<file path="src/logic/rv_pkg.sv">
package rv_pkg;

    localparam int mem_words = 1024;

    typedef logic [31:0] word_t;
    typedef logic [4:0]  reg_addr_t;
    typedef logic [6:0]  opcode_t;
    typedef logic [$clog2(mem_words)-1:0] mem_addr_t;
    typedef logic [2:0]  alu_ctrl_t;

    localparam alu_ctrl_t alu_add = 3'd0;
    localparam alu_ctrl_t alu_sub = 3'd1;
    localparam alu_ctrl_t alu_and = 3'd2;
    localparam alu_ctrl_t alu_or  = 3'd3;
    localparam alu_ctrl_t alu_xor = 3'd4;
    localparam alu_ctrl_t alu_slt = 3'd5;

    localparam logic [1:0] aluop_add  = 2'b00; // Address and pc arithmetic
    localparam logic [1:0] aluop_sub  = 2'b01; // Branch compare
    localparam logic [1:0] aluop_func = 2'b10; // From funct3/funct7

    localparam logic [1:0] srcb_reg    = 2'b00;
    localparam logic [1:0] srcb_four   = 2'b01;
    localparam logic [1:0] srcb_imm    = 2'b10; // I, S or U immediate
    localparam logic [1:0] srcb_offset = 2'b11; // B or J offset

    localparam logic [1:0] pcsrc_alu     = 2'b00;
    localparam logic [1:0] pcsrc_alu_out = 2'b01;

    localparam opcode_t op_r      = 7'b0110011;
    localparam opcode_t op_imm    = 7'b0010011;
    localparam opcode_t op_load   = 7'b0000011;
    localparam opcode_t op_store  = 7'b0100011;
    localparam opcode_t op_branch = 7'b1100011;
    localparam opcode_t op_lui    = 7'b0110111;
    localparam opcode_t op_jal    = 7'b1101111;
    localparam opcode_t op_system = 7'b1110011;

    typedef struct packed {
        logic       pc_write_cond;
        logic       pc_write;
        logic       iord;
        logic       memory_read;
        logic       memory_write;
        logic       memory_to_reg;
        logic       ir_write;
        logic [1:0] pc_source;
        logic [1:0] alu_op;
        logic [1:0] alu_src_b;
        logic       alu_src_a;     // 0 old pc, 1 register A
        logic       reg_write;
        logic       branch_ne;
    } ctrl_t;

    typedef struct packed {
        mem_addr_t addr;
        word_t     wdata;
        logic      we;
        logic      re;
    } mem_req_t;

    typedef enum logic [3:0] {
        idle, fetch, fetch_wait, decode, execute, mem_addr, mem_read,
        mem_wait, mem_write, alu_writeback, branch, jump, halt
    } state_t;

endpackage

</file>
<file path="src/logic/memory_arbiter.sv">
`timescale 1ns/1ps

module memory_arbiter (
    input  logic             clk,
    input  logic             rst_n,
    input  rv_pkg::mem_req_t host_req,
    input  rv_pkg::mem_req_t core_req,
    input  rv_pkg::word_t    mem_rdata,
    output rv_pkg::mem_req_t mem_req,
    output logic             core_grant,
    output rv_pkg::word_t    host_rdata,
    output rv_pkg::word_t    core_rdata
);
    import rv_pkg::*;

    logic  core_owned;
    logic  host_read_q;
    word_t host_hold;

    // Host always wins
    assign core_grant = !(host_req.we || host_req.re);
    assign mem_req    = core_grant ? core_req : host_req;

    always_ff @(posedge clk) begin
        if (!rst_n) begin
            core_owned  <= 1'b0;
            host_read_q <= 1'b0;
        end else begin
            core_owned  <= core_grant;
            host_read_q <= host_req.re;
        end
    end

    always_ff @(posedge clk) begin
        if (host_read_q) begin
            host_hold <= mem_rdata;
        end
    end

    assign host_rdata = host_read_q ? mem_rdata : host_hold;
    assign core_rdata = core_owned ? mem_rdata : '0;

endmodule

</file>
<file path="config.mk">
export PLATFORM = sky130hd
export DESIGN_NAME = memory_arbiter
export DESIGN_NICKNAME = d
export VERILOG_FILES = /design/src/logic/rv_pkg.sv /design/src/logic/memory_arbiter.sv
export SDC_FILE = /design/constraint.sdc
export NUM_CORES = 1
export LEC_CHECK = 0
export BUFFER_PORTS_ARGS = -buffer_cell sky130_fd_sc_hd__buf_4
export CAP_MARGIN = 15
export CORE_AREA = 2 2 89 91
export CTS_CLUSTER_DIAMETER = 200
export DETAILED_ROUTE_END_ITERATION = 8
export DIE_AREA = 0 0 91 93
export PLACE_DENSITY_LB_ADDON = 0.05
export SYNTH_ARGS = -nofsm -noshare
export SYNTH_HDL_FRONTEND = slang
export SYNTH_SLANG_ARGS = --single-unit
</file>
<file path="constraint.sdc">
create_clock -name clk -period 1.55 [get_ports clk]
set_input_delay 0.2325 -clock clk [delete_from_list [all_inputs] [get_ports clk]]
set_output_delay 0.2325 -clock clk [all_outputs]
set_load 0.01 [all_outputs]
</file>
# Word-level counts from Yosys, hierarchy flattened
# Cells that the tools add are included.
word_totals:
  inputBits: 122
  out_inout_bits: 109
  regBits: 34
  elab_cells: 8
classes:
  muxes: 3
  n_reduce_logical: 2
ops:
  columns: ["op", "n"]
  rows:
  - ["$mux 32", 2]
  - ["$mux 44", 1]
  - ["$logic_not 1->1", 1]
  - ["$logic_or 1x1->1", 1]

# Logic depth before layout (Yosys ltp)
depth:
  depth_word: 2
  depth_mapped: 3
  ltp_nobuf: 2

# Least setup slack after synthesis
# Ideal clock, no wire load.
synth_path:
  kind: "register to output"
  startpoint: "register host_read_q"
  endpoint: "output host_rdata[2]"
  arrival_time_ns: 1.027
  stages_incl_launch_ff: 4
  n_path_buf: 2
  t_required_ns: 1.317
  path_slack_ns: 0.290
  cell_sequence: "dfxtp_1 clkbuf_1 buf_4 mux2_1"
synth_between:
  elab_chain_cells: 1
synth_lines:
  columns: ["element", "line_no", "source"]
  rows:
  - ["from (decl)", "memory_arbiter.sv:17", "logic host_read_q;"]
  - ["from (signal assigned)", "memory_arbiter.sv:30", "host_read_q <= host_req.re;"]
  - ["$mux 32", null, null]
  - ["to (decl)", "memory_arbiter.sv:11", "output rv_pkg::word_t host_rdata,"]
# Every way passes these cells.

# Worst setup path after layout
layout_path:
  startpoint: "register host_read_q"
  endpoint: "output host_rdata[6]"
# Same word-level chain as after synthesis.

==> flow_summary.yaml <==
sta:
  finalSetupTns_ps: -487
  rsz0062_at_grt: "yes"
  slew_headroom_pct: 88.3
  worst_pin_slew_ps: 176
  final.setup_skew_ps: 3.69
  min_period_ps: 1590
  maxSlewViolCount: 0
  post-route-period-util_pct: 102
  fmax_mhz: 631
  fin_ws_ps: -35.8
  setup_viol: 27
  final-hold-violation-count: 0
route:
  via_count: 2113
  via_per_inst: 4.27
  ant_nets: 0
  drt_iter0_drc: 20
  routedWlPerCell_um: 15.3
  route.detailed.drc: 0
  routed_wl_um: 7550
  dr.pass1.iters: 3
layout:
  layout-drive-gt1-share_pct: 80.7
  final_cell_mix: "200 x buf_4, 39 x mux2_2, 34 x and2_1"
  areaGrowthSynthToFinish_pct: 122
  diodes: 0
  layout_commonest_cell: "buf_4"
  num-fill-cells: 708
  stdcell_count: 495
  nets: 515
  final_util_pct: 54.5
floorplan:
  num_rows: 32
  core_area_sq_um: 7530
  die_h_um: 93
  start_util_pct: 24.5
  dieArea_sq_um: 8460
  ioPinCount: 231
  die_width_um: 91
cts:
  clock-sinks: 34
  htree_levels: 2
  numCtsBuffers: 5
  post_cts_buffers: 0
  hold_buffers: 0
  worstSkewPairLatency_ps: 280
  root_buffer: "clkbuf_8"
  clk_pin_slew_ps: 70
  cts_tree: "done"
  ctsLongestPathBuffers: 2
worst_setup_path:
  critical_path.max_stage_delay_ps: 450
  worstSetupStartpointType: "register"
  critPathRequiredTime_ps: 1320
  slowest_stage: "dfxtp_4"
  cp_cell_sequence: "clkbuf_16, mux2_4, buf_6"
  critPathCaptureType: "output port"
  cp.arrival_ps: 1350
  reg2regPathDepth: 2
  worstSetupPathType: "reg -> out"
  cp_max_fo: 6
placement:
  gp_congestion: 0.837
  io_buffers: 230
  dp_cells: 485
  dpl.hpwl_um: 6120
logic_synthesis:
  yosys.area_share.simple_pct: 12.1
  syn_avg_cell_area_sq_um: 11.7
  synth_compound_area_share_pct: 0.678
  syn_inst: 158
  muxShareOfSynthArea_pct: 45.2
  synth_top_family_by_area: "multiplexers"
  yosys.area_share.adder_pct: 0
  ys_ff_latch: 34
  yosys_warnings: 0
  ys_types: 12
  synth_fp_nets: 280
  ys_seq_area_share_pct: 36.9
  synth_xor_area_share_pct: 0
  syn_area_sq_um: 1850
worst_hold_path:
  hold_depth: 2
  hp-class: "in -> reg"
outcome:
  status: "finished, violations left"
  failed_checks: "negative setup slack"
global_route:
  grtUsageTotal_pct: 16.4
  antenna_found_initial: 0
  grt_pass1_wl_um: 10800
  grt_start_max_net_pins: 24
  grt_pass1_vias: 2171
  overflow: 0
power_and_ir_drop:
  p_sw_share_pct: 26.7
  ir_worst_vdd_uv: 280
  power.internal_mw: 2.16
  p_leak_nw: 2.08
  seqPwrFrac_pct: 35.3
  p_per_area_nw_per_um2: 720
  clockPowerShare_pct: 20.4
  p_sw_mw: 0.787
  p_comb_share_pct: 44.3
run:
  maxCapViolations: 0
-- final timing paths --
check,from,end,slack (ps)
worst max-delay path,host_read_q,host_rdata[6],-40
worst min-delay path,rst_n,core_owned,160
worst max register to register,host_read_q,host_hold[21],490
worst min register to register,host_hold[12],host_hold[12],480
-- layer usage --
layer	vias to the layer above	track usage [%]	wire, um
met5	-	0	0
met4	0	9.09	308
met3	19	6.61	756
met2	127	29.7	4050
met1	958	15.9	2440
li1	1009	-	-
-- power by group through the flow --
stage	Sequential [mW]	Clock [mW]	Combinational (mW)
after floorplan	1.04	0	0.453
after global placement	1.05	0	1.11
after detailed placement	1.05	0	1.11
after CTS	1.04	0.640	1.19
after global routing	1.05	0.676	1.39
final	1.04	0.603	1.31
-- what timing repair did --
action | 4_1_cts | 5_1_grt
pin swaps | 0 | 0
cloned | 1 | 2
setup endpoints to repair | 32 | 32
gates resized for setup | 26 | 43
-- area by class of cell --
class | instances | area, sq um | share of cell area [%]
timing repair buffer | 239 | 2010 | 49.1
multi-input combinational | 111 | 1190 | 29.0
sequential | 34 | 684 | 16.7
tap | 102 | 128 | 3.11
clock buffer | 7 | 76.3 | 1.86
inverter | 2 | 7.51 | 0.183
-- sequential cells by signal (all words and copies together), names as in the netlist --
name	flops
core_owned	1
host_read_q	1
host_hold	32
-- synthesized netlist by cell type --
| cell | count | area, sq um |
|---|---|---|
| inv_1 | 2 | 7.51 |
| a21o_1 | 1 | 7.51 |
| mux2_2 | 69 | 777 |
| mux2_1 | 5 | 56.3 |
| buf_4 | 3 | 22.5 |
| o21ai_0 | 1 | 5.00 |
| dfxtp_1 | 34 | 681 |
| and2_1 | 34 | 213 |
| clkbuf_1 | 4 | 15.0 |
| clkbuf_8 | 2 | 27.5 |
| buf_6 | 2 | 22.5 |
| nor2_4 | 1 | 11.3 |
-- critical path, delay by kind of cell, from the launching register on --
kind     cells  cell delay (ps)
flops        1              450
buf+inv      2              310
mux          1              310
-- per-stage QoR --
step / area, sq um / total power [mW] / worst slack [ps] / hold slack [ps]
global route: 4100 / 3.12 / -77.3 / 142
global placement: 3690 / 2.16 / 96.1 / 446
detailed placement: 3690 / 2.17 / 86.6 / 447
CTS: 3890 / 2.87 / -47.1 / 147
finish: 4100 / 2.95 / -35.8 / 156
floorplan: 1850 / 1.50 / 290 / 354
-- kinds of logic (layout without fill, tap and decap cells) --
kind of cell    Yosys count  count (layout)
simple gates             35              35
mux                      74              74
buf+inv                  13             248
compound gates            2               2
flops                    34              34
Note: power is estimated with default switching activity, not from simulation.
