File: src/logic/rv_pkg.sv
package rv_pkg;

    localparam int mem_words = 1024;

    typedef logic [31:0] word_t;
    typedef logic [4:0]  reg_addr_t;
    typedef logic [6:0]  opcode_t;
    typedef logic [$clog2(mem_words)-1:0] mem_addr_t;
    typedef logic [2:0]  alu_ctrl_t;

    localparam alu_ctrl_t alu_add = 3'd0;
    localparam alu_ctrl_t alu_sub = 3'd1;
    localparam alu_ctrl_t alu_and = 3'd2;
    localparam alu_ctrl_t alu_or  = 3'd3;
    localparam alu_ctrl_t alu_xor = 3'd4;
    localparam alu_ctrl_t alu_slt = 3'd5;

    localparam logic [1:0] aluop_add  = 2'b00; // Address and pc arithmetic
    localparam logic [1:0] aluop_sub  = 2'b01; // Branch compare
    localparam logic [1:0] aluop_func = 2'b10; // From funct3/funct7

    localparam logic [1:0] srcb_reg    = 2'b00;
    localparam logic [1:0] srcb_four   = 2'b01;
    localparam logic [1:0] srcb_imm    = 2'b10; // I, S or U immediate
    localparam logic [1:0] srcb_offset = 2'b11; // B or J offset

    localparam logic [1:0] pcsrc_alu     = 2'b00;
    localparam logic [1:0] pcsrc_alu_out = 2'b01;

    localparam opcode_t op_r      = 7'b0110011;
    localparam opcode_t op_imm    = 7'b0010011;
    localparam opcode_t op_load   = 7'b0000011;
    localparam opcode_t op_store  = 7'b0100011;
    localparam opcode_t op_branch = 7'b1100011;
    localparam opcode_t op_lui    = 7'b0110111;
    localparam opcode_t op_jal    = 7'b1101111;
    localparam opcode_t op_system = 7'b1110011;

    typedef struct packed {
        logic       pc_write_cond;
        logic       pc_write;
        logic       iord;
        logic       memory_read;
        logic       memory_write;
        logic       memory_to_reg;
        logic       ir_write;
        logic [1:0] pc_source;
        logic [1:0] alu_op;
        logic [1:0] alu_src_b;
        logic       alu_src_a;     // 0 old pc, 1 register A
        logic       reg_write;
        logic       branch_ne;
    } ctrl_t;

    typedef struct packed {
        mem_addr_t addr;
        word_t     wdata;
        logic      we;
        logic      re;
    } mem_req_t;

    typedef enum logic [3:0] {
        idle, fetch, fetch_wait, decode, execute, mem_addr, mem_read,
        mem_wait, mem_write, alu_writeback, branch, jump, halt
    } state_t;

endpackage

File: src/logic/alu.sv
`timescale 1ns/1ps

module alu (
    input  rv_pkg::word_t     a,
    input  rv_pkg::word_t     b,
    input  rv_pkg::alu_ctrl_t op,
    output rv_pkg::word_t     result,
    output logic              zero
);
    import rv_pkg::*;

    logic lt;

    assign lt = $signed(a) < $signed(b);

    always_comb begin
        case (op)
            alu_add: result = a + b;
            alu_sub: result = a - b;
            alu_and: result = a & b;
            alu_or:  result = a | b;
            alu_xor: result = a ^ b;
            alu_slt: result = {31'b0, lt};
            default: result = a + b;
        endcase
    end

    assign zero = (result == '0); // Used by beq/bne

endmodule

File: src/logic/register_file.sv
`timescale 1ns/1ps

module register_file (
    input  logic              clk,
    input  rv_pkg::reg_addr_t rs1,
    input  rv_pkg::reg_addr_t rs2,
    input  rv_pkg::reg_addr_t rd,
    input  rv_pkg::word_t     wdata,
    input  logic              we,
    output rv_pkg::word_t     rdata1,
    output rv_pkg::word_t     rdata2
);
    import rv_pkg::*;

    word_t regs [1:31];

    always_ff @(posedge clk) begin
        if (we && rd != '0) begin
            regs[rd] <= wdata;
        end
    end

    // x0 reads as zero
    assign rdata1 = (rs1 == '0) ? '0 : regs[rs1];
    assign rdata2 = (rs2 == '0) ? '0 : regs[rs2];

endmodule

File: src/logic/datapath.sv
`timescale 1ns/1ps

module datapath (
    input  logic             clk,
    input  logic             rst_n,
    input  rv_pkg::ctrl_t    ctrl,
    input  rv_pkg::word_t    core_rdata,
    output rv_pkg::mem_req_t core_req,
    output rv_pkg::opcode_t  opcode,
    output logic             funct3_lsb,
    output logic             zero
);
    import rv_pkg::*;

    word_t     pc;
    word_t     old_pc;
    word_t     ir;
    word_t     a_reg;
    word_t     b_reg;
    word_t     alu_out;
    word_t     rdata1;
    word_t     rdata2;
    word_t     reg_wdata;
    word_t     imm_i;
    word_t     imm_s;
    word_t     imm_b;
    word_t     imm_u;
    word_t     imm_j;
    word_t     imm_sel;
    word_t     imm_rel;
    word_t     src_a;
    word_t     src_b;
    word_t     alu_result;
    alu_ctrl_t alu_ctrl;
    logic      pc_en;

    assign opcode     = ir[6:0];
    assign funct3_lsb = ir[12];

    assign imm_i = {{20{ir[31]}}, ir[31:20]};
    assign imm_s = {{20{ir[31]}}, ir[31:25], ir[11:7]};
    assign imm_b = {{19{ir[31]}}, ir[31], ir[7], ir[30:25], ir[11:8], 1'b0};
    assign imm_u = {ir[31:12], 12'b0};
    assign imm_j = {{11{ir[31]}}, ir[31], ir[19:12], ir[20], ir[30:21], 1'b0};

    assign imm_sel = (opcode == op_store) ? imm_s :
                     (opcode == op_lui)   ? imm_u : imm_i;
    assign imm_rel = (opcode == op_jal) ? imm_j : imm_b;

    // lui adds its immediate to zero
    assign src_a = ctrl.alu_src_a ? ((opcode == op_lui) ? '0 : a_reg) : old_pc;

    always_comb begin
        case (ctrl.alu_src_b)
            srcb_reg:  src_b = b_reg;
            srcb_four: src_b = 32'd4;
            srcb_imm:  src_b = imm_sel;
            default:   src_b = imm_rel;
        endcase
    end

    always_comb begin
        case (ctrl.alu_op)
            aluop_sub: alu_ctrl = alu_sub;
            aluop_func: begin
                case (ir[14:12])
                    3'b000:  alu_ctrl = (opcode == op_r && ir[30]) ? alu_sub : alu_add;
                    3'b010:  alu_ctrl = alu_slt;
                    3'b100:  alu_ctrl = alu_xor;
                    3'b110:  alu_ctrl = alu_or;
                    3'b111:  alu_ctrl = alu_and;
                    default: alu_ctrl = alu_add;
                endcase
            end
            default: alu_ctrl = alu_add;
        endcase
    end

    alu i_alu (
        .a      (src_a),
        .b      (src_b),
        .op     (alu_ctrl),
        .result (alu_result),
        .zero   (zero)
    );

    // Registered memory output stands in for the MDR
    assign reg_wdata = ctrl.memory_to_reg ? core_rdata :
                       ctrl.pc_write      ? pc : alu_out; // jal link is pc + 4

    register_file i_register_file (
        .clk    (clk),
        .rs1    (ir[19:15]),
        .rs2    (ir[24:20]),
        .rd     (ir[11:7]),
        .wdata  (reg_wdata),
        .we     (ctrl.reg_write),
        .rdata1 (rdata1),
        .rdata2 (rdata2)
    );

    assign pc_en = ctrl.pc_write | (ctrl.pc_write_cond & (zero ^ ctrl.branch_ne));

    always_ff @(posedge clk) begin
        if (!rst_n) begin
            pc      <= '0;
            old_pc  <= '0;
            ir      <= '0;
            a_reg   <= '0;
            b_reg   <= '0;
            alu_out <= '0;
        end else begin
            if (pc_en) begin
                pc <= (ctrl.pc_source == pcsrc_alu_out) ? alu_out : alu_result;
            end
            if (ctrl.memory_read && !ctrl.iord) begin
                old_pc <= pc; // Address of the instruction being fetched
            end
            if (ctrl.ir_write) begin
                ir <= core_rdata;
            end
            if (!ctrl.iord) begin
                alu_out <= alu_result; // Held while a data access waits
            end
            a_reg <= rdata1;
            b_reg <= rdata2;
        end
    end

    assign core_req.addr  = ctrl.iord ? alu_out[$bits(mem_addr_t)+1:2]
                                      : pc[$bits(mem_addr_t)+1:2];
    assign core_req.wdata = b_reg;
    assign core_req.we    = ctrl.memory_write;
    assign core_req.re    = ctrl.memory_read;

endmodule

File: config.mk
export PLATFORM = sky130hd
export DESIGN_NAME = datapath
export DESIGN_NICKNAME = d
export VERILOG_FILES = /design/src/logic/rv_pkg.sv /design/src/logic/alu.sv /design/src/logic/register_file.sv /design/src/logic/datapath.sv
export SDC_FILE = /design/constraint.sdc
export NUM_CORES = 2
export LEC_CHECK = 0
export BUFFER_PORTS_ARGS = -buffer_cell sky130_fd_sc_hd__buf_2
export CAP_MARGIN = 20
export CORE_UTILIZATION = 50
export DETAILED_ROUTE_END_ITERATION = 10
export PLACE_DENSITY = 0.71
export SETUP_SLACK_MARGIN = 0.2
export SYNTH_ARGS = -nofsm -noshare
export SYNTH_HDL_FRONTEND = slang
export SYNTH_SLANG_ARGS = --single-unit
File: constraint.sdc
create_clock -name clk -period 14.5 [get_ports clk]
set_input_delay 0.725 -clock clk [delete_from_list [all_inputs] [get_ports clk]]
set_output_delay 0.725 -clock clk [all_outputs]
set_load 0.01 [all_outputs]
=== After elaboration in Yosys (flattened, before gate mapping) ===
Memory sizes are Yosys's and may differ from the RTL's. A register that Yosys moved wholly into a read port is not among the register bits.
Index checks and enable logic that the tools add are counted.

* Logic and storage cells: 61
* Register bits after elaboration: 128
* Input bits: 50
* Memories: 1
* RAM bits: 992
* Output and inout bits: 53
* Bits in latches: 0
* Bits in read-only memories: 0

{| class="wikitable"
|+ Memories
! memory !! depth !! width !! read ports !! clocked after memory_dff !! wr ports !! line !! text
|-
| i_register_file.regs || 31 || 32 || 2 || 2 || 1 || register_file.sv:15 || <nowiki>word_t regs [1:31];</nowiki>
|}

* Order comparisons: 1
* $mul: 0
* Bitwise gates (word level): 7
* Shift operators: 0
* Add/sub/neg operators: 2
* Mux-type cells: 16
* Reductions and logical operators: 12
* Div/mod/pow operators: 0
* Equality and inequality tests: 18

{| class="wikitable"
|+ Operators with widths
! operator !! count
|-
| $mux W32 || 5
|-
| $pmux W32 S5 || 1
|-
| $pmux W32 S3 || 1
|-
| $mux W31 || 2
|-
| $add A32 B32 Y32 || 1
|-
| $and A32 B32 Y32 || 1
|-
| $logic_not A32 Y1 || 1
|-
| $lt A32 B32 Y1 || 1
|-
| $or A32 B32 Y32 || 1
|-
| $sub A32 B32 Y32 || 1
|-
| $xor A32 B32 Y32 || 1
|-
| $eq A7 B6 Y1 const B || 3
|-
| $mux W20 || 1
|-
| $eq A3 B3 Y1 const B || 5
|-
| $pmux W3 S5 || 1
|-
| $logic_not A5 Y1 || 2
|-
| $mux W10 || 1
|-
| $eq A3 B2 Y1 const B || 3
|-
| $eq A7 B7 Y1 const B || 1
|-
| $eq A2 B1 Y1 const B || 3
|-
| $pmux W3 S2 || 1
|-
| $reduce_bool A5 Y1 || 1
|-
| $eq A2 B2 Y1 const B || 2
|-
| $reduce_or A2 Y1 || 2
|-
| 10 further kinds || 14
|}

=== Longest topological paths before layout ===
* Depth in word-level cells: 11
* Mapped depth: 24
* Mapped depth without buffers: 22

=== Cells and area by module ===
From an unflattened synthesis, not the netlist that was laid out.

* Cells, all modules: 4491
* Area total of the unflattened synthesis: 61303.8 um^2

{| class="wikitable"
|+ By module, submodules not included
! module !! sequential area each (um^2) !! cells each !! area an instance (um^2) !! instances
|-
| register_file || 29788.6 || 2601 || 46498.3 || 1
|-
| datapath || 3843.7 || 964 || 8853.5 || 1
|-
| alu || 0.0 || 926 || 5952.0 || 1
|}

=== Least setup slack after synthesis ===
OpenSTA, ideal clock, no wires.

* Path type: reg-to-output
* From: register ir[20]
* To: output zero
* Buffers on the path: 6
* Path slack: 8.035 ns
* Arrival: 5.740 ns
* Stages on the path, launching flop included: 22
* Data required time: 13.775 ns
* Cell sequence: dfxtp_1 > clkbuf_1 > clkbuf_1 > buf_1 > clkbuf_1 > buf_1 > mux2i_1 > or3_1 > o21ai_0 > ha_1 > clkbuf_1 > nor4_1 > nand3_1 > a21oi_1 > a211oi_1 > a21oi_1 > nor4_1 > or4bb_1 > or4b_1 > nor4_2 > nand2_1 > nor3b_1

* Word-level cells in the longest chain between the ends: 6
* Elaborated cells on any way between the ends: 12
* Those cells by class: 2 x add/sub; 1 x order compare; 5 x mux; 3 x bitwise; 1 x reduce/logical

{| class="wikitable"
|+ RTL lines
! element !! line !! text
|-
| start, declared || datapath.sv:17 || <nowiki>word_t ir;</nowiki>
|-
| start signal, assigned || datapath.sv:120 || <nowiki>ir <= core_rdata;</nowiki>
|-
| $mux W31 || datapath.sv:47 || <nowiki>(opcode == op_lui) ? imm_u : imm_i;</nowiki>
|-
| $mux W31 || datapath.sv:46 || <nowiki>assign imm_sel = (opcode == op_store) ? imm_s :</nowiki>
|-
| $pmux W32 S3 (*) || datapath.sv:54 || <nowiki>case (ctrl.alu_src_b)</nowiki>
|-
| $add A32 B32 Y32, or another cell as far along || alu.sv:18, alu.sv:24 ||
|-
| $pmux W32 S5 (*) || alu.sv:17 || <nowiki>case (op)</nowiki>
|-
| $logic_not A32 Y1 (*) || alu.sv:28 || <nowiki>assign zero = (result == '0);</nowiki>
|-
| end, declared || datapath.sv:11 || <nowiki>output logic zero</nowiki>
|}

Every way passes the cells marked *; elsewhere a longest branch is shown, timed or not.

=== Worst setup path after layout ===
* From: register ir[6]
* To: output zero

* Word-level cells in the longest chain between the ends: 8
* Elaborated cells on any way between the ends: 27
* Those cells by class: 2 x add/sub; 1 x order compare; 9 x eq/ne; 10 x mux; 3 x bitwise; 2 x reduce/logical

{| class="wikitable"
|+ RTL lines
! element !! line
|-
| parallel branches: the longest is 6 deep, another holds $add A32 B32 Y32 || n/a
|-
| $pmux W32 S5 (*) || alu.sv:17
|-
| $logic_not A32 Y1 (*) || alu.sv:28
|}

Mark *: on every way between the ends.

==> out/qor.txt <==
Simple-gate share of the synthesized area -> 6.322%
Worst r2r src -> ir[6]$_SDFFE_PN0P_
DRT Pass-1 Iters -> 6
Count leader, synth -> edfxtp_1
Worst EP required -> 13780 ps
Full die area -> 121000 um2
CTS H-tree depth -> 3
Global Route met2 Usage -> 50.95%
Fin cells -> 5870
Highest fanout seen on the critical path -> 10
Worst path top cell family by delay -> compound AO/OA/AOI/OAI gates
Biggest register -> i_register_file.regs
Port-buffer cells -> 100
Core Util, Final -> 56.14%
Worst-path clk slew -> 60 ps
Initial antenna violation count -> 10
Dpl hpwl -> 127.0 mm
Synth Area in Adders -> 2.118%
Post-DP Area -> 62310 um2
Synth top area cells -> edfxtp_1, mux4_2, dfxtp_1, mux2i_1, mux2_2
Mux share of post-synthesis cell area -> 22.72%
Top cells by count, synth -> edfxtp_1, mux4_2, nand2_1
Worst hold slack -> 235.9 ps
Final instance area -> 66380 um2
Setup TNS -> 0 ps
Post-Synthesis Cells -> 4223
Critical path endpoint category -> primary output
Largest area contributor in the netlist -> edfxtp_1
R2R depth -> 20
RSZ-0062 raised after global routing -> no
Cells along the critical path -> nand3b_1, nor3_2, buf_4, or3_1, nor2_1, a211o_1, ha_1, inv_1, a21oi_1, a21oi_1, a2111oi_0, nor2_1, a221oi_1, o221ai_1, or2_1, nor4_2, nand2_1, nor3b_1, buf_2
Max Fclk -> 0.1223 GHz
Area grow syn2layout -> 11.04%
Clock sinks -> 1184
# nets final -> 4380
R2R Path End -> pc[6]$_SDFFE_PN0P_
Final setup fails -> 0
Worst-Skew Late Latency -> 750 ps
Core box area -> 118200 um2
Cell Pwr Density -> 122.2 nW/um2
Post-synth EDFFs -> 992
Synthesized area -> 59780 um2
Main flop type after synthesis -> edfxtp_1
Critical path class -> reg -> out
Met3 Use GR -> 7.550%
Number of synthesized register bits -> 1184
I/O Pins -> 103
Placed Instances -> 5639
Largest family of logic cells by synthesized area -> multiplexers
Status -> completed
Rows -> 126
R2r setup slk -> 6960 ps
Clock Skew -> 30.81 ps
Max IR drop VDD -> 0.0001018 V
Average size of a mapped cell -> 14.16 um2
Vias in the first global route -> 39980
Critical Path Source Type -> register
Largest net degree at the start of global routing -> 112
DRC -> 0
GPL Wtd Cong -> 1.005
Fin. max-slew vios -> 0
Ys Warns -> 0
Largest register FFs -> 992
Lkg Pwr -> 21.52 nW
Synth Area in Compound Gates -> 9.154%
Die H -> 347.8 um
Slew @ Worst Pin -> 1132 ps
Inserted Clock Buffers -> 116
Post-synthesis cell type count -> 83
Critical-path top delay cell -> a2111oi_0
GRT overflow -> 0
Cells resized by post-CTS repair -> 0
Sequential cell area fraction in the yosys report -> 56.26%
Hold Crit Start -> core_rdata[29]
Met1 Track Usage GR -> 44.08%
Avg WL per Cell -> 34.18 um
Hold path cells -> 3
Minimum clock period -> 8175 ps
Top Usage Layer GRT -> met2
Vias per cell -> 6.950
Routed WL -> 200.6 mm
Endpoints failing hold -> 0
Drt initial violations -> 5653
Synth top area share -> 49.83%
CP max stage delay -> 1000 ps
Max Cap Viol -> 0
Setup Fix Bufs, Post-CTS -> 0
Total track usage -> 33.12%
CTS tree -> yes
First-pass GRT wire length -> 286.1 mm
XOR/XNOR Fraction of Synth Area -> 0.2344%
FFs w/ async S/R, synth -> 0%
Arr. time, crit path -> 7450 ps
Root Driver -> clkbuf_16
Hold Path End -> ir[29]$_SDFFE_PN0P_
Tightest Hold Check Type -> in -> reg
Syn_nets -> 4373
Detail Route Antenna Nets -> 0
Crit share post-route -> 56.38%
Initial Util -> 50.56%
Clock Path Buffers -> 3
Share of cells above drive strength 1 -> 24.50%
Worst slew margin -> 22.59%
Die X-Extent -> 347.8 um
CP bufs+invs -> 3
Total number of vias -> 40800
Post-cts hold buffer count -> 0
## layer usage
metal,part of all wire [%],wire length [um]
met5,0.060,120
met4,5.8,11680
met3,12,23910
met2,45,90990
met1,37,73930
## cell usage in the layout, fill, tap and decap left out, types with 54 or more instances in the layout
cell       count
clkbuf_16    118
mux2i_1      266
a21oi_1      197
mux2_2       114
mux4_2       428
nand2_1      292
buf_4        121
dfxtp_1      182
o21ai_0      161
nor2b_1       54
nor3_1       117
ha_1          98
edfxtp_1     992
inv_1        143
nor2_1       158
buf_2         99
a221oi_1     116
## cell type report
| type | count | area [um2] |
|---|---|---|
| fill | 9061 | 51850 |
| sequential | 1184 | 33670 |
| multi-input combinational | 2552 | 24700 |
| clock buffer | 172 | 3344 |
| tap | 1536 | 1922 |
| timing repair buffer | 232 | 1622 |
| clock inverter | 46 | 573.1 |
| inverter | 144 | 540.5 |
| antenna | 4 | 10.01 |
## worst min-delay path, stage by stage
cell and delay [ps]:
buf_2 90, mux2i_1 60, nor2_1 70
## worst max path at each step
stage | start | endpoint | slack [ps] | depth (start not counted)
2_1_floorplan | ir[20]$_SDFFE_PN0P_ | zero | 8040 | 21
3_3_place_gp | ctrl[4] | zero | 7090 | 19
3_5_place_dp | ctrl[4] | pc[18]$_SDFFE_PN0P_ | 7080 | 20
4_1_cts | ir[6]$_SDFFE_PN0P_ | zero | 6410 | 19
5_1_grt | ir[6]$_SDFFE_PN0P_ | zero | 6000 | 19
6_report | ir[6]$_SDFFE_PN0P_ | zero | 6330 | 19
## cells by family after synthesis
logic type                 count (synthesis)
DFF                                     1184
AOI/OAI and AO/OA                        814
and+or+nand+nor                          814
muxes                                    808
buffers and inverters                    487
adders and majority gates                100
xor gates and xnor gates                  16
## where the power goes
group          internal (mW)  leakage (nW)  switching [mW]
registers               3.78          10.6          0.0913
logic                  0.410          8.96           0.728
clock network           1.79          1.92            1.30
## metrics by stage
step / power [mW] / setup slack, ps
final: 8.109 / 6325
after global routing: 8.317 / 6002
after CTS: 8.087 / 6414
after detailed placement: 5.041 / 7084
after global placement: 5.031 / 7094
after floorplan: 4.618 / 8035
Power figures use the tool's default switching activity.
