===== config.mk =====
export PLATFORM = sky130hd
export DESIGN_NAME = control_unit
export DESIGN_NICKNAME = d
export VERILOG_FILES = /design/src/logic/rv_pkg.sv /design/src/logic/control_unit.sv
export SDC_FILE = /design/constraint.sdc
export NUM_CORES = 1
export LEC_CHECK = 0
export ABC_CLOCK_PERIOD_IN_PS = 3800
export CORE_AREA = 2 2 39 41
export DETAILED_ROUTE_END_ITERATION = 12
export DIE_AREA = 0 0 41 43
export DONT_BUFFER_PORTS = 1
export REMOVE_ABC_BUFFERS = 1
export SYNTH_ARGS = -nofsm -noshare
export SYNTH_HDL_FRONTEND = slang
export SYNTH_SLANG_ARGS = --single-unit

===== constraint.sdc =====
create_clock -name clk -period 3.8 [get_ports clk]
set_clock_uncertainty 0.05 [all_clocks]
set_input_delay 0.38 -clock clk [delete_from_list [all_inputs] [get_ports clk]]
set_output_delay 0.38 -clock clk [all_outputs]
set_load 0.02 [all_outputs]

===== src/logic/rv_pkg.sv =====
package rv_pkg;

    localparam int mem_words = 1024;

    typedef logic [31:0] word_t;
    typedef logic [4:0]  reg_addr_t;
    typedef logic [6:0]  opcode_t;
    typedef logic [$clog2(mem_words)-1:0] mem_addr_t;
    typedef logic [2:0]  alu_ctrl_t;

    localparam alu_ctrl_t alu_add = 3'd0;
    localparam alu_ctrl_t alu_sub = 3'd1;
    localparam alu_ctrl_t alu_and = 3'd2;
    localparam alu_ctrl_t alu_or  = 3'd3;
    localparam alu_ctrl_t alu_xor = 3'd4;
    localparam alu_ctrl_t alu_slt = 3'd5;

    localparam logic [1:0] aluop_add  = 2'b00; // Address and pc arithmetic
    localparam logic [1:0] aluop_sub  = 2'b01; // Branch compare
    localparam logic [1:0] aluop_func = 2'b10; // From funct3/funct7

    localparam logic [1:0] srcb_reg    = 2'b00;
    localparam logic [1:0] srcb_four   = 2'b01;
    localparam logic [1:0] srcb_imm    = 2'b10; // I, S or U immediate
    localparam logic [1:0] srcb_offset = 2'b11; // B or J offset

    localparam logic [1:0] pcsrc_alu     = 2'b00;
    localparam logic [1:0] pcsrc_alu_out = 2'b01;

    localparam opcode_t op_r      = 7'b0110011;
    localparam opcode_t op_imm    = 7'b0010011;
    localparam opcode_t op_load   = 7'b0000011;
    localparam opcode_t op_store  = 7'b0100011;
    localparam opcode_t op_branch = 7'b1100011;
    localparam opcode_t op_lui    = 7'b0110111;
    localparam opcode_t op_jal    = 7'b1101111;
    localparam opcode_t op_system = 7'b1110011;

    typedef struct packed {
        logic       pc_write_cond;
        logic       pc_write;
        logic       iord;
        logic       memory_read;
        logic       memory_write;
        logic       memory_to_reg;
        logic       ir_write;
        logic [1:0] pc_source;
        logic [1:0] alu_op;
        logic [1:0] alu_src_b;
        logic       alu_src_a;     // 0 old pc, 1 register A
        logic       reg_write;
        logic       branch_ne;
    } ctrl_t;

    typedef struct packed {
        mem_addr_t addr;
        word_t     wdata;
        logic      we;
        logic      re;
    } mem_req_t;

    typedef enum logic [3:0] {
        idle, fetch, fetch_wait, decode, execute, mem_addr, mem_read,
        mem_wait, mem_write, alu_writeback, branch, jump, halt
    } state_t;

endpackage


===== src/logic/control_unit.sv =====
`timescale 1ns/1ps

module control_unit (
    input  logic            clk,
    input  logic            rst_n,
    input  rv_pkg::opcode_t opcode,
    input  logic            funct3_lsb,
    input  logic            zero,
    input  logic            core_grant,
    input  logic            run,
    output rv_pkg::ctrl_t   ctrl,
    output logic            halted
);
    import rv_pkg::*;

    state_t state;
    state_t next_state;

    always_ff @(posedge clk) begin
        if (!rst_n) begin
            state <= idle;
        end else begin
            state <= next_state;
        end
    end

    always_comb begin
        next_state = state;
        case (state)
            idle:       if (run) next_state = fetch;
            fetch:      if (core_grant) next_state = fetch_wait;
            fetch_wait: next_state = decode;
            decode: begin
                case (opcode)
                    op_r, op_imm, op_lui: next_state = execute;
                    op_load, op_store:    next_state = mem_addr;
                    op_branch:            next_state = branch;
                    op_jal:               next_state = jump;
                    op_system:            next_state = halt; // ecall
                    default:              next_state = halt;
                endcase
            end
            execute:    next_state = alu_writeback;
            mem_addr:   next_state = (opcode == op_load) ? mem_read : mem_write;
            mem_read:   if (core_grant) next_state = mem_wait;
            mem_write:  if (core_grant) next_state = fetch;
            mem_wait, alu_writeback, branch, jump: begin
                next_state = fetch;
            end
            halt:       next_state = halt;
            default:    next_state = idle;
        endcase
    end

    always_comb begin
        ctrl = '0;
        case (state)
            fetch: begin
                ctrl.memory_read = 1'b1; // iord low, address from pc
            end
            fetch_wait: begin
                ctrl.ir_write  = 1'b1;
                ctrl.pc_write  = 1'b1;
                ctrl.pc_source = pcsrc_alu;
                ctrl.alu_src_b = srcb_four;
                ctrl.alu_op    = aluop_add;
            end
            decode: begin
                ctrl.alu_src_b = srcb_offset; // Branch or jump target into ALUOut
                ctrl.alu_op    = aluop_add;
            end
            execute: begin
                ctrl.alu_src_a = 1'b1;
                ctrl.alu_src_b = (opcode == op_r) ? srcb_reg : srcb_imm;
                ctrl.alu_op    = (opcode == op_lui) ? aluop_add : aluop_func;
            end
            alu_writeback: begin
                ctrl.reg_write = 1'b1;
            end
            mem_addr: begin
                ctrl.alu_src_a = 1'b1;
                ctrl.alu_src_b = srcb_imm;
                ctrl.alu_op    = aluop_add;
            end
            mem_read: begin
                ctrl.iord        = 1'b1;
                ctrl.memory_read = 1'b1;
            end
            mem_wait: begin
                ctrl.reg_write     = 1'b1;
                ctrl.memory_to_reg = 1'b1;
            end
            mem_write: begin
                ctrl.iord         = 1'b1;
                ctrl.memory_write = 1'b1;
            end
            branch: begin
                ctrl.alu_src_a     = 1'b1;
                ctrl.alu_src_b     = srcb_reg;
                ctrl.alu_op        = aluop_sub;
                ctrl.pc_write_cond = 1'b1;
                ctrl.branch_ne     = funct3_lsb;
                ctrl.pc_source     = pcsrc_alu_out;
            end
            jump: begin
                ctrl.pc_write  = 1'b1; // With reg_write, rd takes the link address
                ctrl.pc_source = pcsrc_alu_out;
                ctrl.reg_write = 1'b1;
            end
            default: ctrl = '0; // idle and halt
        endcase
    end

    assign halted = (state == halt);

endmodule


After elaboration in Yosys (flattened, before gate mapping) --
Index checks and enable logic that the tools add are counted.
Storage, ports and cells: memories kept 0, bits in writable memories 0, input bits 13, ROM bits 0, output and inout bits 17, register bits after elaboration 4, bits in latches 0, word-level logic and storage cells 56
Operators by class: mux-type cells 21, magnitude comparators 0, equality and inequality tests 23, div/mod/pow operators 0, reductions and logical operators 11, bitwise logic cells 0, shift operators 0, $add $sub $neg 0, multipliers 0
Operator list (number):
- 4-bit case mux with 10 select lines | 1
- 7-bit by 6-bit equality test with 1-bit output, second input constant | 3
- 4-bit equality test, second input constant | 5
- 4-bit 2-to-1 mux | 5
- 4-bit case mux with 5 select lines | 1
- 4-bit by 3-bit equality test with 1-bit output, second input constant | 4
- 4-bit case mux with 4 select lines | 1
- 7-bit equality test, second input constant | 2
- 1-bit 2-to-1 mux | 11
- 2-bit OR reduction | 5
- 3-bit OR reduction | 3
- 4-bit by 2-bit equality test with 1-bit output, second input constant | 2
- 2-bit inequality test, second input constant | 4
- 7-bit by 2-bit equality test with 1-bit output, second input constant | 1
- 7-bit by 5-bit equality test with 1-bit output, second input constant | 1
- 4-bit by 1-bit equality test with 1-bit output, second input constant | 1
- 4-bit zero test | 1
- 2-bit 2-to-1 mux | 2
- 4-bit AND reduction | 1
- 4-bit OR reduction | 1

Longest topological paths before layout --
Gate-level depths: netlist (run 1).
depth in word-level cells 4, mapped depth 6, mapped depth without buffers 5

Least setup slack after synthesis (run 1) --
OpenSTA, ideal clock, no wires.
path type register -> output, start point register state[3], end point output ctrl[0] (netlist bit), arrival 1426 ps, required time 3370 ps, setup slack 1944 ps, path buffers 1, stages on the path, launching flop included 5, path through dfxtp_1 > buf_1 > nand2b_1 > nor2_1 > and2_1
RTL lines:
- from (decl) | line control_unit.sv:16 | state_t state;
- from (signal assigned) | line control_unit.sv:21 | state <= idle;
- from (signal assigned) | line control_unit.sv:23 | state <= next_state;
- to (decl) | line control_unit.sv:11 | output rv_pkg::ctrl_t ctrl,

==> results of run 1 <==
## per-layer routing
layer / global-route usage [%] / vias up
li1: - / 300
met1: 22.5 / 268
met2: 25.3 / 22
met3: 3.14 / 0
met4: 8.00 / 0
met5: 0 / -
## worst min-delay path by stage
stage,start,to,cells after the start
floorplan,rst_n,state[3]$_SDFFE_PN0P_,1
global placement,rst_n,state[2]$_SDFFE_PN0P_,1
detailed placement,rst_n,state[3]$_SDFFE_PN0P_,1
CTS,rst_n,state[3]$_SDFFE_PN0P_,1
global route,rst_n,state[3]$_SDFFE_PN0P_,1
finish,rst_n,state[3]$_SDFFE_PN0P_,1
## per-stage QoR
stage	cell area, µm²	util [%]	setup WS, ns	hold WS [ns]	power (mW)
after CTS	561	40.5	1.41	0.207	0.166
after global routing	561	40.5	1.30	0.206	0.177
after detailed placement	538	38.9	1.67	0.454	0.111
final	561	40.5	1.42	0.218	0.164
after global placement	538	38.9	1.70	0.453	0.110
after floorplan	518	-	1.88	0.448	0.101
## power breakdown
group / internal (mW) / switching [mW] / total [mW]
clock network: 0.0353 / 0.0177 / 0.0530
registers: 0.0459 / 0.0160 / 0.0619
logic: 0.0193 / 0.0294 / 0.0487
total: 0.101 / 0.0631 / 0.164
## kinds of logic (layout without fill, tap and decap cells)
kind of cell,Yosys count,in the layout
DFF,4,4
and+or+nand+nor,45,45
buffers and inverters,10,6
xor gates and xnor gates,1,1
AOI/OAI and AO/OA,22,22
muxes,1,1
other,1,1
## synth_stat cells (2+ instances only)
| cell | instances |
|---|---|
| dfxtp_1 | 4 |
| or3_1 | 2 |
| o21a_1 | 3 |
| a31oi_1 | 2 |
| o311ai_1 | 2 |
| nor4_1 | 2 |
| o21ai_0 | 3 |
| nor2_1 | 11 |
| nand3_1 | 4 |
| nand2b_1 | 3 |
| nand2_1 | 6 |
| a311oi_1 | 2 |
| o22ai_1 | 2 |
| a21oi_1 | 3 |
| and2_1 | 4 |
| buf_4 | 2 |
| nor3_1 | 6 |
## final cells by class
cell class / count / area (µm²)
tap: 16 / 20.0
inverter: 3 / 11.3
clock buffer: 3 / 22.5
sequential: 4 / 80.1
fill: 157 / 823
multi-input combinational: 70 / 427
==> results_dict.tcl, run 1 <==
set metrics [dict create \
    largest_register "state" \
    critical-path-slowest-cell "dfxtp_1" \
    number_of_buffers_inserted_by_hold_repair_at_cts 0 \
    synth_xor_area_share_pct 1.52 \
    layout_worst_path_cycle_share_pct 62.7 \
    num_vias 590 \
    timing.fmax_ghz 0.420 \
    layout-area-overhead-vs-synth_pct -2.61 \
    setup.worst_path.start "state[1]$_SDFFE_PN0P_" \
    tritoncts.num_buffers 3 \
    post-cts-setup-buffer-count 0 \
    effective_utilization_at_floorplan_pct 41.6 \
    finalNetCount 95 \
    dieWidth_um 41 \
    vias_in_the_first_global_route 506 \
    synth_top_cells_by_area "dfxtp_1 14%, nor2_1 7.2%, nor3_1 5.2%" \
    crit_path_cell_trace "nand2b_1 -> nor3_1 -> a21o_1" \
    cp_endpoint_kind "primary output" \
    post_synthesis_instance_area_um2 576 \
    cp_num_buf_inv 0 \
    cp_max_fo 17 \
    dp_hpwl_um 975 \
    cts_max_level 1 \
    largest_reg_flops 4 \
    number_of_synthesized_flops_with_an_enable_pin 0 \
    synth_top_area_cell "dfxtp_1" \
    grt_max_degree 19 \
    r2r-end "state[0]$_SDFFE_PN0P_" \
    share_of_synthesized_cell_area_in_full_adder_half_adder_and_majority_cells_pct 0 \
    portBuffers 0 \
    ys_warn_count 0 \
    drc_errors 0 \
    layout-drive-gt1-share_pct 6.25 \
    clock_tree_from_tritoncts "done" \
    post_synth.cell_area_avg_um2 6.85 \
    cts-root-buf "clkbuf_4" \
    track_usage_pct 17.0 \
    via_cell_ratio 6.15 \
    weighted_congestion_reported_at_the_end_of_routability_driven_placement 0.743 \
    routedLengthMet1_um 615 \
    netlist_instances 84 \
    max_cap_violations 0 \
    synth_async_sr_flop_share_pct 0 \
    chipHeight_um 43 \
    worstSetupPathType "reg2out" \
    clock_sinks 4 \
    route.top_layer_used "met3" \
    postSynthRegisterBits 4 \
    r2r-start "state[0]$_SDFFE_PN0P_" \
    status "completed" \
    combinational_family_with_the_most_area_after_synthesis "simple AND/OR/NAND/NOR gates" \
    timing.critical_path.arrival_ns 1.95 \
    yosysUniqueCellTypes 40 \
    drt-total-wl_um 1350 \
    most_common_cell_after_layout_fill_and_taps_aside "nor2_1" \
    finalHoldViolCount 0 \
    reg_top3 "state x4" \
    ant_nets 0 \
    antenna_cells 0 \
    initial_antenna_violation_count 0 \
    globalRoute.totalOverflow 0 \
    cp.required_ns 3.37 \
    final-setup-viol-count 0 \
    synth-compound-area-share_pct 26.1 \
    synth-seq-area-share_pct 13.9 \
    max-vdd-ir-drop_uv 112 \
    clock_latency_ns 0.24 \
    cpLargestDelayFamily "simple AND/OR/NAND/NOR gates" \
    worst_slew_margin_rel_pct 42.1 \
    clkTransAtPathRegs_ns 0.04 \
    ios 30 \
    setup_tns_ns 0 \
    synth_mux_area_share_pct 1.74 \
    floorplan.die_area_um2 1760 \
    layout_common_cells "11 x nor2_1, 6 x nor3_1, 6 x nand2_1" \
    period_needed_ns 2.38 \
    timing.critical_path.depth 3 \
    post_synth_and_or_nand_nor_area_fraction_pct 44.1 \
    place.detailed.instances 93 \
    drt-wirelength-per-cell_um 14.0 \
    routed-wl-met2_um 659 \
    slowest_delay_ns 0.66 \
    cts_resized 0 \
    tightestPinTransition_ns 0.860 \
    setup.reg_to_reg.worst_slack_ns 2.02 \
    layoutNonFillerInstCount 96 \
    reg2reg_depth 5 \
    rsz0062_at_grt "false" \
    grt_first_pass_wirelength_um 2090 \
    type_of_the_tightest_min_delay_check "in2reg" \
    ys_dominant_reg_cell "dfxtp_1" \
    setup.worst_path.start_class "flip-flop" \
    top_area_cell_type_share_of_the_netlist_area_pct 13.9 \
    clockBufferDepth 2 \
    num_rows 14 \
    drt_first_iter_violations 13 \
    power.density_cell_area_nw_per_um2 292 \
    drt_pass1_iterations 4 \
    core_footprint_um2 1380 \
    route.met3.wl_um 71 \
    maxSlewViolCount 0 \
    cp-endpoint "ctrl[14]" \
    power.static_leakage_nw 0.171 \
]
(Power assumes the default switching activity.)
==> inputs of run 2 (changes only) <==
--- a/config.mk
+++ b/config.mk
@@ -5,7 +5,7 @@
 export SDC_FILE = /design/constraint.sdc
 export NUM_CORES = 1
 export LEC_CHECK = 0
-export ABC_CLOCK_PERIOD_IN_PS = 3800
+export ABC_CLOCK_PERIOD_IN_PS = 2300
 export CORE_AREA = 2 2 39 41
 export DETAILED_ROUTE_END_ITERATION = 12
 export DIE_AREA = 0 0 41 43
==> constraint.sdc (replaced) <==
create_clock -name clk -period 2.3 [get_ports clk]
set_clock_uncertainty 0.05 [all_clocks]
set_input_delay 0.23 -clock clk [delete_from_list [all_inputs] [get_ports clk]]
set_output_delay 0.23 -clock clk [all_outputs]
set_load 0.02 [all_outputs]
==> run 2 against run 1 <==
Against the previous run:
- register-to-register slack got worse by 1.5 ns
- largest cell class unchanged
- global-route usage decreased by 0.70 points
- critical path depth unchanged
- utilization increased by 2.2 points
- sequential power increased by 65%
- via count increased by 3.4%
- hold slack got worse by 0.15 ns
==> results_dict.tcl, run 2 (same netlist as run 1, synthesis figures left out) <==
set metrics [dict create \
    status "completed" \
    ios 30 \
    maxSlewViolCount 0 \
    layout_worst_path_cycle_share_pct 89.0 \
    seqPwrFrac_pct 37.4 \
    clockBufferDepth 2 \
    drt_first_iter_violations 16 \
    clock_latency_ns 0.23 \
    layout-area-overhead-vs-synth_pct 2.61 \
    drt-total-wl_um 1350 \
    ant_nets 0 \
    max_cap_violations 0 \
    clock_sinks 4 \
    num_vias 610 \
    grt-busiest-layer "met2" \
    tritoncts.num_buffers 3 \
    timing.fmax_ghz 0.489 \
    r2r-start "state[0]$_SDFFE_PN0P_" \
    timing.critical_path.arrival_ns 1.77 \
    largest_reg_flops 4 \
    effective_utilization_at_floorplan_pct 41.6 \
    dp_worst_setup_slack_ns 0.504 \
    worst_slew_margin_rel_pct 57.7 \
    grtUsageMet1_pct 21.5 \
    drt-wirelength-per-cell_um 13.5 \
    track_usage_pct 16.3 \
    hold_path_startpoint "rst_n" \
    cp_endpoint_kind "primary output" \
    portBuffers 0 \
    via_cell_ratio 6.10 \
    period_needed_ns 2.05 \
    finalHoldWorstSlack_ns 0.0708 \
    drc_errors 0 \
    power.static_leakage_nw 0.193 \
    final_design_area_no_fill_um2 591 \
    post_dp_cell_area_um2 568 \
    final.setup.worst_slack_ns 0.253 \
    drt_pass1_iterations 4 \
    critical-path-slowest-cell "dfxtp_1" \
    tightestPinTransition_ns 0.629 \
    use_met2_pct 25.0 \
    worstSetupPathType "reg2out" \
    post-cts-setup-buffer-count 0 \
    number_of_buffers_inserted_by_hold_repair_at_cts 0 \
    initial_antenna_violation_count 0 \
    net-switching-power_uw 103 \
    most_common_cell_after_layout_fill_and_taps_aside "nor2_1" \
    globalRouteMet3Util_pct 5.76 \
    p_sw_share_pct 38.0 \
    crit_path_cell_trace "nand2b_1 -> nor2_1 -> and2_1" \
    grt_max_degree 19 \
    vias_in_the_first_global_route 503 \
    type_of_the_tightest_min_delay_check "in2reg" \
    layout-drive-gt1-share_pct 10.7 \
    cell_internal_pwr_uw 169 \
    slowest_delay_ns 0.64 \
    reg_top3 "state x4" \
    globalRoute.totalOverflow 0 \
    max-vdd-ir-drop_uv 252 \
    cp.required_ns 2.02 \
    setup.worst_path.start "state[1]$_SDFFE_PN0P_" \
    largest_register "state" \
    power.density_cell_area_nw_per_um2 461 \
    layout_common_cells "11 x nor2_1, 6 x nor3_1, 6 x nand2_1" \
    share_comb_of_total_power_pct 30.8 \
    final-setup-viol-count 0 \
    grt_first_pass_wirelength_um 2080 \
    finalNetCount 99 \
    cts-root-buf "clkbuf_4" \
    cp_max_fo 17 \
    dieWidth_um 41 \
    clock_tree_from_tritoncts "done" \
    chipHeight_um 43 \
    weighted_congestion_reported_at_the_end_of_routability_driven_placement 0.747 \
    power.share.clock_pct 31.8 \
    core_footprint_um2 1380 \
    finalHoldViolCount 0 \
    antenna_cells 0 \
    clkTransAtPathRegs_ns 0.04 \
    floorplan.die_area_um2 1760 \
    rsz0062_at_grt "false" \
    dp_hpwl_um 999 \
    num_rows 14 \
    cts_max_level 1 \
    setup_tns_ns 0 \
    setup.worst_path.start_class "flip-flop" \
    cts_resized 0 \
]
==> run 2: changes by cell type in the layout (fill, tap and decap cells not counted), sizes merged <==
cell / delta
buf: +4
==> run 2: final timing paths <==
kind                                 to  slack [ns]  cells after the start
setup / recovery                ctrl[0]        0.25                      3
hold / removal    state[2]$_SDFFE_PN0P_        0.07                      1
setup reg to reg  state[0]$_SDFFE_PN0P_        0.54                      5
hold reg to reg   state[1]$_SDFFE_PN0P_        0.83                      2
==> run 2: per-stage QoR <==
stage	power [mW]	std cells	utilization, %
finish	0.272	100	42.7
global route	0.295	100	42.7
CTS	0.278	100	42.7
detailed placement	0.187	97	41.0
global placement	0.186	97	41.0
floorplan	0.167	77	-
==> run 2: layout make-up <==
class                           instances  area (µm²)
Fill cell                             153         793
Inverter                                3        11.3
Clock buffer                            3        22.5
Multi-Input combinational cell         70         427
Timing Repair Buffer                    4        30.0
Sequential cell                         4        80.1
Tap cell                               16        20.0
==> run 2: critical path: cells and delay by family, from the launching register on <==
family           cells  cell delay [ns]
DFF                  1             0.64
and+or+nand+nor      3             0.89
==> run 2: power groups by stage <==
stage                     Combinational [mW]  Clock [mW]  Sequential (mW)
final                                 0.0837      0.0866            0.102
after global routing                  0.0926      0.0990            0.104
after CTS                             0.0842      0.0915            0.102
after detailed placement              0.0838           0            0.103
after global placement                0.0828           0            0.103
after floorplan                       0.0715           0           0.0955
==> run 2: per-layer routing <==
metal  share of wire (%)  routed length, µm
met4                   0                  0
met1                  45                614
met3                 6.3                 85
met2                  48                652
met5                   0                  0
